`src/div_pkg.sv`:
```
package div_pkg;

  // operand and result width
  localparam int XLEN = 64;

  // reorder buffer entries, tag counts 0 through ROB_SIZE
  localparam int ROB_SIZE = 16;
  localparam int TAG_W = $clog2(ROB_SIZE + 1);

  // issue queue depth, power of two so pointers wrap on their own
  localparam int QUEUE_DEPTH = 4;
  localparam int QPTR_W = $clog2(QUEUE_DEPTH);
  localparam int QCNT_W = $clog2(QUEUE_DEPTH + 1);

  // divider step counter, one step per quotient bit
  localparam int CNT_W = $clog2(XLEN);

  // divide opcodes
  typedef enum logic [1:0] {
    DIV_OP_DIVU = 2'b00,
    DIV_OP_REMU = 2'b01,
    DIV_OP_DIV  = 2'b10,
    DIV_OP_REM  = 2'b11
  } div_op_e;

  // dispatched divide operation, operands already ready
  typedef struct packed {
    div_op_e           op;
    logic [TAG_W-1:0]  tag;
    logic [XLEN-1:0]   dividend;
    logic [XLEN-1:0]   divisor;
  } div_req_t;

  // finished operation handed to the rest of execute
  typedef struct packed {
    logic [TAG_W-1:0]  tag;
    div_op_e           op;
    logic [XLEN-1:0]   value;
    logic              div_by_zero;
  } div_rsp_t;

endpackage

```
`src/div_issue_queue.sv`:
```
`timescale 1ns/100ps

module div_issue_queue (
  input  logic              clk_i,
  input  logic              reset_i,
  input  logic              flush_i,
  // dispatch side
  input  logic              push_valid_i,
  input  div_pkg::div_req_t push_req_i,
  output logic              push_ready_o,
  // divide stage side
  input  logic              pop_stall_i,
  output logic              pop_valid_o,
  output div_pkg::div_req_t pop_req_o
);
  import div_pkg::*;

  // entry storage, payload only
  div_req_t mem_r [QUEUE_DEPTH];

  logic [QPTR_W-1:0] wr_ptr_r;
  logic [QPTR_W-1:0] rd_ptr_r;
  logic [QCNT_W-1:0] count_r;

  logic push_fire;
  logic pop_fire;

  // full check, ready drops with four entries held
  assign push_ready_o = (count_r != QCNT_W'(QUEUE_DEPTH));
  // anything stored is visible one cycle after its push
  assign pop_valid_o  = (count_r != '0);
  assign pop_req_o    = mem_r[rd_ptr_r];

  assign push_fire = push_valid_i & push_ready_o;
  assign pop_fire  = pop_valid_o & ~pop_stall_i;

  // write port
  always_ff @(posedge clk_i) begin
    if (push_fire) begin
      mem_r[wr_ptr_r] <= push_req_i;
    end
  end

  // pointers and occupancy
  always_ff @(posedge clk_i or posedge reset_i) begin
    if (reset_i) begin
      wr_ptr_r <= '0;
      rd_ptr_r <= '0;
      count_r  <= '0;
    end else if (flush_i) begin
      // rob restore, drop everything including a push this cycle
      wr_ptr_r <= '0;
      rd_ptr_r <= '0;
      count_r  <= '0;
    end else begin
      if (push_fire) begin
        wr_ptr_r <= wr_ptr_r + 1'b1;
      end
      if (pop_fire) begin
        rd_ptr_r <= rd_ptr_r + 1'b1;
      end
      // push and pop together leave the count alone
      case ({push_fire, pop_fire})
        2'b10: begin
          count_r <= count_r + 1'b1;
        end
        2'b01: begin
          count_r <= count_r - 1'b1;
        end
        default: begin
          count_r <= count_r;
        end
      endcase
    end
  end

endmodule

```
`src/div_core.sv`:
```
`timescale 1ns/100ps

module div_core (
  input  logic                     clk_i,
  input  logic                     reset_i,
  input  logic                     flush_i,
  input  logic                     start_i,
  input  div_pkg::div_op_e         op_i,
  input  logic [div_pkg::XLEN-1:0] dividend_i,
  input  logic [div_pkg::XLEN-1:0] divisor_i,
  output logic                     done_o,
  output logic [div_pkg::XLEN-1:0] value_o,
  output logic                     div_by_zero_o
);
  import div_pkg::*;

  typedef enum logic [1:0] {CORE_IDLE, CORE_RUN, CORE_FIX, CORE_DONE} core_state_e;

  core_state_e      state_r;
  logic [CNT_W-1:0] step_r;

  // datapath registers
  logic [XLEN-1:0] rem_r;
  logic [XLEN-1:0] quo_r;
  logic [XLEN-1:0] dvs_r;
  logic [XLEN-1:0] value_r;
  logic            neg_q_r;
  logic            neg_r_r;
  logic            rem_sel_r;
  logic            dbz_r;

  logic            signed_op;
  logic            rem_op;
  logic            neg_a;
  logic            neg_b;
  logic [XLEN-1:0] abs_a;
  logic [XLEN-1:0] abs_b;
  logic [XLEN:0]   shifted;
  logic [XLEN:0]   diff;
  logic            ge;
  logic [XLEN-1:0] q_fix;
  logic [XLEN-1:0] r_fix;

  // operand prep at start
  always_comb begin
    signed_op = (op_i == DIV_OP_DIV) || (op_i == DIV_OP_REM);
    rem_op    = (op_i == DIV_OP_REMU) || (op_i == DIV_OP_REM);
    neg_a     = signed_op & dividend_i[XLEN-1];
    neg_b     = signed_op & divisor_i[XLEN-1];
    // most negative value maps to 2**63, still fits unsigned
    abs_a     = neg_a ? -dividend_i : dividend_i;
    abs_b     = neg_b ? -divisor_i : divisor_i;
  end

  // one restoring step, dividend bits shift in from the quotient reg
  always_comb begin
    shifted = {rem_r, quo_r[XLEN-1]};
    diff    = shifted - {1'b0, dvs_r};
    ge      = (shifted >= {1'b0, dvs_r});
  end

  // sign fix-up and forced results
  always_comb begin
    q_fix = dbz_r ? '1 : (neg_q_r ? -quo_r : quo_r);
    // zero divisor leaves abs dividend in rem, so the sign restores it
    r_fix = neg_r_r ? -rem_r : rem_r;
  end

  // sequencing
  always_ff @(posedge clk_i or posedge reset_i) begin
    if (reset_i) begin
      state_r <= CORE_IDLE;
      step_r  <= '0;
    end else if (flush_i) begin
      state_r <= CORE_IDLE;
      step_r  <= '0;
    end else if (start_i) begin
      state_r <= CORE_RUN;
      step_r  <= '0;
    end else begin
      case (state_r)
        CORE_RUN: begin
          step_r <= step_r + 1'b1;
          // last of the 64 steps
          if (step_r == CNT_W'(XLEN - 1)) begin
            state_r <= CORE_FIX;
          end
        end
        CORE_FIX:  state_r <= CORE_DONE;
        CORE_DONE: state_r <= CORE_IDLE;
        default:   state_r <= CORE_IDLE;
      endcase
    end
  end

  always_ff @(posedge clk_i) begin
    if (start_i) begin
      rem_r     <= '0;
      quo_r     <= abs_a;
      dvs_r     <= abs_b;
      neg_q_r   <= neg_a ^ neg_b;
      neg_r_r   <= neg_a;
      rem_sel_r <= rem_op;
      dbz_r     <= (divisor_i == '0);
    end else if (state_r == CORE_RUN) begin
      rem_r <= ge ? diff[XLEN-1:0] : shifted[XLEN-1:0];
      quo_r <= {quo_r[XLEN-2:0], ge};
    end else if (state_r == CORE_FIX) begin
      value_r <= rem_sel_r ? r_fix : q_fix;
    end
  end

  assign done_o        = (state_r == CORE_DONE);
  assign value_o       = value_r;
  assign div_by_zero_o = dbz_r;

endmodule

```
`src/div_issue_stage.sv`:
```
`timescale 1ns/100ps

module div_issue_stage (
  input  logic              clk_i,
  input  logic              reset_i,
  input  logic              flush_i,
  // from the issue queue
  input  logic              issue_valid_i,
  input  div_pkg::div_req_t issue_req_i,
  output logic              issue_stall_o,
  // toward the rest of execute
  input  logic              can_go_i,
  output logic              result_valid_o,
  output div_pkg::div_rsp_t result_o
);
  import div_pkg::*;

  typedef enum logic [1:0] {STAGE_WAIT, STAGE_BUSY, STAGE_DONE} stage_state_e;

  stage_state_e state_r;
  stage_state_e state_n;

  logic            accept;
  logic            core_start_r;
  logic            core_done;
  logic [XLEN-1:0] core_value;
  logic            core_dbz;

  // held request and result
  div_req_t        req_r;
  logic [XLEN-1:0] value_r;
  logic            dbz_r;

  // take a request only while idle
  assign accept        = (state_r == STAGE_WAIT) & issue_valid_i;
  assign issue_stall_o = ~accept;

  always_comb begin
    state_n = state_r;
    case (state_r)
      STAGE_WAIT: begin
        if (accept) begin
          state_n = STAGE_BUSY;
        end
      end
      STAGE_BUSY: begin
        if (core_done) begin
          state_n = STAGE_DONE;
        end
      end
      STAGE_DONE: begin
        if (can_go_i) begin
          state_n = STAGE_WAIT;
        end
      end
      default: state_n = STAGE_WAIT;
    endcase
  end

  always_ff @(posedge clk_i or posedge reset_i) begin
    if (reset_i) begin
      state_r      <= STAGE_WAIT;
      core_start_r <= 1'b0;
    end else if (flush_i) begin
      state_r      <= STAGE_WAIT;
      core_start_r <= 1'b0;
    end else begin
      state_r      <= state_n;
      // start one cycle after accept, operands come from req_r
      core_start_r <= accept;
    end
  end

  always_ff @(posedge clk_i) begin
    if (accept) begin
      req_r <= issue_req_i;
    end
    if (core_done) begin
      value_r <= core_value;
      dbz_r   <= core_dbz;
    end
  end

  div_core u_core (
    .clk_i         (clk_i),
    .reset_i       (reset_i),
    .flush_i       (flush_i),
    .start_i       (core_start_r),
    .op_i          (req_r.op),
    .dividend_i    (req_r.dividend),
    .divisor_i     (req_r.divisor),
    .done_o        (core_done),
    .value_o       (core_value),
    .div_by_zero_o (core_dbz)
  );

  // result is stable for the whole done state
  always_comb begin
    result_o.tag         = req_r.tag;
    result_o.op          = req_r.op;
    result_o.value       = value_r;
    result_o.div_by_zero = dbz_r;
  end

  assign result_valid_o = (state_r == STAGE_DONE);

endmodule

```
`src/div_exec_unit.sv`:
```
`timescale 1ns/100ps

module div_exec_unit (
  input  logic              clk_i,
  input  logic              reset_i,
  input  logic              flush_i,
  // dispatch
  input  logic              dispatch_valid_i,
  input  div_pkg::div_req_t dispatch_req_i,
  output logic              dispatch_ready_o,
  // result
  input  logic              can_go_i,
  output logic              result_valid_o,
  output div_pkg::div_rsp_t result_o
);
  import div_pkg::*;

  // queue to stage
  logic     issue_valid;
  logic     issue_stall;
  div_req_t issue_req;

  div_issue_queue u_queue (
    .clk_i        (clk_i),
    .reset_i      (reset_i),
    .flush_i      (flush_i),
    .push_valid_i (dispatch_valid_i),
    .push_req_i   (dispatch_req_i),
    .push_ready_o (dispatch_ready_o),
    .pop_stall_i  (issue_stall),
    .pop_valid_o  (issue_valid),
    .pop_req_o    (issue_req)
  );

  div_issue_stage u_stage (
    .clk_i          (clk_i),
    .reset_i        (reset_i),
    .flush_i        (flush_i),
    .issue_valid_i  (issue_valid),
    .issue_req_i    (issue_req),
    .issue_stall_o  (issue_stall),
    .can_go_i       (can_go_i),
    .result_valid_o (result_valid_o),
    .result_o       (result_o)
  );

endmodule

```
`config.mk`:
```
export PLATFORM = sky130hd
export DESIGN_NAME = div_exec_unit
export DESIGN_NICKNAME = d
export VERILOG_FILES = /design/src/div_pkg.sv /design/src/div_issue_queue.sv /design/src/div_core.sv /design/src/div_issue_stage.sv /design/src/div_exec_unit.sv
export SDC_FILE = /design/constraint.sdc
export NUM_CORES = 1
export LEC_CHECK = 0
export BUFFER_PORTS_ARGS = -buffer_cell sky130_fd_sc_hd__clkbuf_2
export CORE_ASPECT_RATIO = 1.75
export CORE_MARGIN = 2
export CORE_UTILIZATION = 33
export CTS_BUF_LIST = sky130_fd_sc_hd__clkbuf_2
export DETAILED_ROUTE_END_ITERATION = 8
export PLACE_DENSITY = 0.45
export SLEW_MARGIN = 5
export SYNTH_ARGS = -nofsm -noshare
export SYNTH_HDL_FRONTEND = slang
export SYNTH_SLANG_ARGS = --single-unit
```
`constraint.sdc`:
```
create_clock -name clk_i -period 32.8 [get_ports clk_i]
set_input_delay 6.56 -clock clk_i [delete_from_list [all_inputs] [get_ports clk_i]]
set_output_delay 6.56 -clock clk_i [all_outputs]
set_load 0.01 [all_outputs]
```
==> results of run 1 <==
cell families (layout without fill, tap and decap cells):
kind of cell | after synthesis | count (layout) | synth area share
DFF | 1018 | 1018 | 0.654
and+or+nand+nor | 732 | 732 | 0.0771
AOI/OAI and AO/OA | 670 | 670 | 0.0938
xor gates and xnor gates | 311 | 311 | 0.0597
buffers and inverters | 274 | 794 | 0.0239
muxes | 151 | 151 | 0.0702
adders and majority gates | 78 | 78 | 0.0217
other | 0 | 2 | 0
layer usage:
metal	track usage	vias to the layer above	wire, um
li1	-	13200	-
met1	0.205	13500	49400
met2	0.296	678	61300
met3	0.0385	253	5650
met4	0.0891	30	6190
met5	0	-	195
cell usage after synthesis (6+ instances only):
library cell	instances
a211oi_1	52
a21o_1	31
a21oi_1	219
a22oi_1	63
a311oi_1	6
a31oi_1	13
and2_1	8
and3_1	22
buf_1	17
buf_4	8
clkbuf_1	142
dfrtp_1	18
dfxtp_1	64
edfxtp_1	936
ha_1	76
inv_1	104
mux2i_1	13
mux4_2	135
nand2_1	168
nand2b_1	24
nand3_1	26
nand4_1	26
nor2_1	263
nor2b_1	22
nor3_1	56
nor4_1	32
o211a_1	10
o211ai_1	12
o21a_1	9
o21ai_0	118
o21bai_1	15
o31ai_1	52
o41ai_1	32
or2_2	13
or3_1	26
or4_1	19
xnor2_1	108
xor2_1	203
final timing paths:
path                                                  from                 endpoint  slack [ps]  cells after the start
worst max-delay path                    u_queue.count_r[1]         dispatch_ready_o       23800                      3
worst min-delay path            u_stage.u_core.value_o[26]      u_stage.value_r[26]         410                      0
worst max register to register    u_stage.u_core.rem_r[12]  u_stage.u_core.rem_r[5]       27680                     12
worst min register to register  u_stage.u_core.value_o[26]      u_stage.value_r[26]         410                      0
max in group asynchronous                          reset_i      u_queue.rd_ptr_r[0]       27020                      2
min in group asynchronous                          reset_i      u_queue.wr_ptr_r[0]        5110                      2
through the flow:
step / setup WS (ps) / total power, mW / util / instances / hold slack (ps)
floorplan: 20920 / 3.44 / - / 3234 / 400
global placement: 23500 / 4.08 / 0.355 / 5150 / 405
detailed placement: 23500 / 4.09 / 0.355 / 5150 / 405
CTS: 23480 / 4.92 / 0.371 / 5574 / 391
global route: 23440 / 5.18 / 0.371 / 5576 / 413
finish: 23800 / 4.84 / 0.371 / 5576 / 411
critical path, delay by kind of cell, from the launching register on:
| kind | cells | cell delay, ps |
|---|---|---|
| DFF | 1 | 460 |
| and+or+nand+nor | 2 | 240 |
| buffers and inverters | 1 | 170 |
flip-flops by register name, summed over array words and instances (netlist names):
register / count
u_stage.state_r: 2
u_queue.mem_r: 540
u_stage.u_core.rem_sel_r: 1
u_stage.dbz_r: 1
u_stage.value_r: 64
u_stage.u_core.state_r: 2
u_queue.wr_ptr_r: 2
u_stage.u_core.rem_r: 64
u_stage.u_core.value_o: 64
u_stage.u_core.dvs_r: 64
u_stage.u_core.div_by_zero_o: 1
u_queue.count_r: 3
u_stage.u_core.quo_r: 64
u_stage.core_start_r: 1
u_queue.rd_ptr_r: 2
u_stage.u_core.neg_q_r: 1
u_stage.req_r: 128
u_stage.result_o: 7
u_stage.u_core.step_r: 6
u_stage.u_core.neg_r_r: 1
power by group through the flow:
stage,registers (mW),clock network [mW],logic (mW)
floorplan,2.11,0,1.33
global placement,2.20,0,1.88
detailed placement,2.21,0,1.88
CTS,2.18,0.851,1.89
global route,2.21,0.907,2.07
finish,2.17,0.804,1.86
cell usage in the layout (no fill, tap or decap), types with 32 or more instances in the layout:
master,instances
edfxtp_1,936
clkbuf_2,544
nor2_1,262
a21oi_1,219
xor2_1,203
nand2_1,168
mux4_2,135
o21ai_0,118
xnor2_1,108
inv_1,103
ha_1,74
dfxtp_1,64
a22oi_1,63
clkinv_1,56
nor3_1,55
a211oi_1,52
o31ai_1,52
buf_4,51
nor4_1,32
o41ai_1,32
area by class of cell:
| type | count | area share |
|---|---|---|
| antenna | 2 | 0.0000983 |
| clock buffer | 331 | 0.0325 |
| clock inverter | 93 | 0.00926 |
| inverter | 104 | 0.00766 |
| multi-input combinational | 1942 | 0.290 |
| sequential | 1018 | 0.586 |
| tap | 1820 | 0.0447 |
| timing repair buffer | 266 | 0.0292 |
==> qor.txt, run 1 <==
Status = finished, final reports clean
Initial antenna violation count = 18
Worst Setup End Kind = output port
Worst-Skew Late Latency = 1580 ps
Clock-pin slew on the worst setup and hold paths = 120 ps
Starting Density = 0.332
Cell taking the most area after synthesis = edfxtp_1
Slew HR = 0.219
Total grt overflow = 0
Crit-path max cell delay = 460 ps
CTS tree = yes
Synthesized flop and latch total = 1,018
WL/cell = 22.0 um
Sw frac = 0.408
Post_cts resized = 0
Top Ports = 214
Area of the multi-input gates = 14,800 um2
Vias per cell = 4.95
Final hold vios = 0
Core area = 137,000 um2
P_sw = 1.97 mW
Fill cells = 13,400
CTS root buf = clkbuf_2
Die X = 285 um
Placed inst area = 48,800 um2
CTS Sinks = 1,018
Syn Nets = 3,452
Synth warn = 0
First-pass DRT Iterations = 8
Max VDD drop = 0.0599 mV
WL final = 123,000 um
P per Cell Area = 95.0 nW/um2
Sequential fraction of the synthesis area = 0.654
All-layer global routing usage = 0.174
Fmax = 0.111 GHz
Vias in the first global route = 28,300
Hold_buf cts = 0
Critical path class = flip-flop to output port
CP arrival = 2440 ps
Design area = 50,900 um2
Layout area overhead = 11.6%
Worst slew pin tran = 1160 ps
Final setup vio count = 0
Final period utilization = 0.274
Die area = 141,000 um2
DRT antenna net count = 0
Layout cells sized above 1 = 0.217
Asr flop ratio synth = 0.0177
Top cells by area, synth = edfxtp_1, mux4_2, xor2_1
Sum Neg Setup Slack = 0 ps
Startpoint type of the worst setup path = flip-flop
CP required = 26,240 ps
Unrepaired setup endpoints after global routing = no
Die height = 496 um
CP max-delay cell = dfrtp_1
Crit-path cells = nor2_1 > nand2_1 > clkbuf_2
Leak Pwr = 17.8 nW
Final Max Tran Viols = 0
First-pass GRT wire length = 183,000 um
CP Max Fanout = 6
# DRC = 0
Clock tree buffer depth = 3
Yosys top cell area share = 0.616
Post-DP HPWL = 87,100 um
Postcts setup bufs = 0
First DRT Iteration DRCs = 1,677
Fin crit period = 9000 ps
Placement row count = 180
Syn Area/Cell = 14.1 um2
Clock power share = 0.166
Max Cap Violations = 0
CTS buffer count = 230
Nets@finish = 3,780
Distinct cells, synth = 74
Vias = 27,600
Worst Hold Class = flip-flop to flip-flop
EDFF count, synth = 936
Largest net degree at the start of global routing = 180
Worst Skew = 116 ps
Cell-internal power = 2.86 mW
Synth Cell Area = 45,700 um2
GP Congestion = 0.855
Flip-flop and latch area = 29,800 um2
IO buf count = 213
Dominant synthesized flop cell = edfxtp_1
Mapped Cells = 3,234
H-tree levels = 4
Logic pwr share = 0.385
Sequential Power Share = 0.449
(Power assumes the default switching activity.)
==> run 2, diff against run 1 <==
clock period = 9.3 ns   (was 32.8 ns; I/O delays follow)
==> run 2 against run 1 <==
Worst setup slack got worse by 19000 ps. Critical path depth rose by 9. Sequential power grew to 3.5 times the previous value. Clock power rose to 3.5 times the previous value. Clock skew up 25 ps. Utilization about the same. Via count rose by 0.62%. Count of clock-buffer cells in the layout up 4. First-iteration DRC count fell by 8.6%. Non-clock buffer count rose by 3. Final cell count barely moved. Flip-flop and latch count did not move. Critical endpoint is now u_stage.u_core.rem_r[9]. Highest routed layer unchanged.
==> qor.txt, run 2 (synthesized netlist as in run 1, its figures left out) <==
Hold Path Depth = 0 (unchanged)
Initial antenna violation count = 19 (+1)
CTS buffer count = 231 (+0.43%)
Status = finished, final reports clean
Post-DP HPWL = 88,400 um (+1.6%)
Starting Density = 0.332 (unchanged)
Fin crit period = 4820 ps
WL/cell = 22.4 um (+1.6%)
Worst Hold Class = flip-flop to flip-flop
PnR worst setup slack = 4480 ps (-19,320 ps)
First DRT Iteration DRCs = 1,532 (-8.6%)
Fmax = 0.207 GHz
Worst Skew = 140 ps (+24.8 ps)
Unrepaired setup endpoints after global routing = no
IO buf count = 213 (unchanged)
Max FFs per register = 540 (unchanged)
Hold_ws = 405 ps (-5.97 ps)
Die X = 285 um (unchanged)
Total grt overflow = 0 (unchanged)
CP arrival = 6210 ps (+3770 ps)
Placement row count = 180 (unchanged)
Top Ports = 214 (unchanged)
Final setup vio count = 0 (unchanged)
Commonest non-fill, non-tap cell in the layout = edfxtp_1
Post-Place Setup Slack = 4580 ps (-18,930 ps)
Vias = 27,800 (+0.62%)
Final Max Tran Viols = 0 (unchanged)
Worst Setup End Kind = flip-flop
P per Cell Area = 337 nW/um2 (+250%)
Worst slew pin tran = 1050 ps (-114 ps)
Fill cells = 13,600 (+1.1%)
CP Max Fanout = 65 (+59)
Clock-pin slew on the worst setup and hold paths = 120 ps (about the same)
Startpoint type of the worst setup path = flip-flop
# DRC = 0 (unchanged)
Final period utilization = 0.519
First-pass DRT Iterations = 5 (-3)
Layout cells sized above 1 = 0.217 (-0.000510)
Critical path class = flip-flop to flip-flop
Vias in the first global route = 28,900 (+1.9%)
Postcts setup bufs = 0 (unchanged)
First-pass GRT wire length = 186,000 um (+2.0%)
Largest registers = u_queue.mem_r: 540 flops, u_stage.req_r: 128 flops
H-tree levels = 4 (unchanged)
CTS tree = yes
Hold_buf cts = 0 (unchanged)
Slew HR = 0.300 (+0.0814)
Largest net degree at the start of global routing = 141 (-22%)
Max VDD drop = 0.294 mV (+390%)
Max Cap Violations = 0 (unchanged)
GP Congestion = 0.897 (+5.0%)
All-layer global routing usage = 0.177 (+0.00301)
CP required = 10,690 ps (-15,550 ps)
Post_cts resized = 0 (unchanged)
R2R cell count = 12 (unchanged)
Die height = 496 um (unchanged)
Nets@finish = 3,784 (+0.11%)
DRT antenna net count = 0 (unchanged)
WL final = 125,000 um (+1.6%)
Layout area overhead = 11.5% (about the same)
Die area = 141,000 um2 (unchanged)
Top reg by flops = u_queue.mem_r
Most frequent cells in the layout = edfxtp_1, clkbuf_2, nor2_1
Clock tree buffer depth = 3 (unchanged)
Sum Neg Setup Slack = 0 ps (unchanged)
Leak Pwr = 17.8 nW (about the same)
CTS Sinks = 1,018 (unchanged)
CTS root buf = clkbuf_2
Final hold vios = 0 (unchanged)
Vias per cell = 4.98 (+0.64%)
Core area = 137,000 um2 (unchanged)
Worst-Skew Late Latency = 1580 ps (about the same)
## run 2: changes by cell type in the layout (fill, tap and decap cells not counted), moves of 2 or more
cell | previous run | this run
clkinv_4 | 1 | 3
clkinvlp_4 | 4 | 2
clkinv_1 | 56 | 54
diode_2 | 2 | 6
clkinv_2 | 23 | 14
buf_4 | 51 | 55
clkbuf_2 | 544 | 548
## run 2: routing by layer
layer	GRT usage	part of all wire	vias up
li1	-	-	13200
met1	0.209	0.40	13600
met5	0	0.0017	-
met4	0.107	0.063	30
met3	0.0383	0.045	305
met2	0.294	0.49	668
## run 2: final timing paths
kind | start | endpoint | slack [ps]
max reg2reg | u_stage.u_core.rem_r[6] | u_stage.u_core.rem_r[9] | 4480
max | u_stage.u_core.rem_r[6] | u_stage.u_core.rem_r[9] | 4480
min in group asynchronous | reset_i | u_stage.state_r[1] | 450
max in group asynchronous | reset_i | u_queue.rd_ptr_r[0] | 8130
min reg2reg | u_stage.u_core.value_o[3] | u_stage.value_r[3] | 400
min | u_stage.u_core.value_o[3] | u_stage.value_r[3] | 400
## run 2: through the flow
step                instances  power (mW)  area [um2]  utilization
CTS                      5569        17.4       50900        0.371
detailed placement       5153        14.5       48800        0.355
global placement         5153        14.5       48800        0.355
finish                   5575        17.1       50900        0.371
floorplan                3234        12.1       45700            -
global route             5575        18.4       50900        0.371
## run 2: worst max-delay path, stage by stage, from the launching register on
cell	delay (ps)
dfxtp_1	400
ha_1	460
and4_1	300
nand3_1	230
a21o_1	230
a31o_2	270
a2111oi_0	710
o2111ai_1	250
a21o_1	260
o211a_4	500
buf_4	440
a211o_1	310
a311oi_1	240
## run 2: power by group
part,internal (mW),switching [mW],leakage (nW)
registers,6.61,0.990,9.38
clock network,1.02,1.79,1.60
logic,2.48,4.25,6.86
## run 2: layout make-up
type,count,area [um2],area share
antenna,6,15.0,0.000295
multi-input combinational,1942,14800,0.291
inverter,104,390,0.00767
timing repair buffer,269,1500,0.0294
clock inverter,81,418,0.00821
sequential,1018,29800,0.586
tap,1820,2280,0.0447
clock buffer,335,1680,0.0329
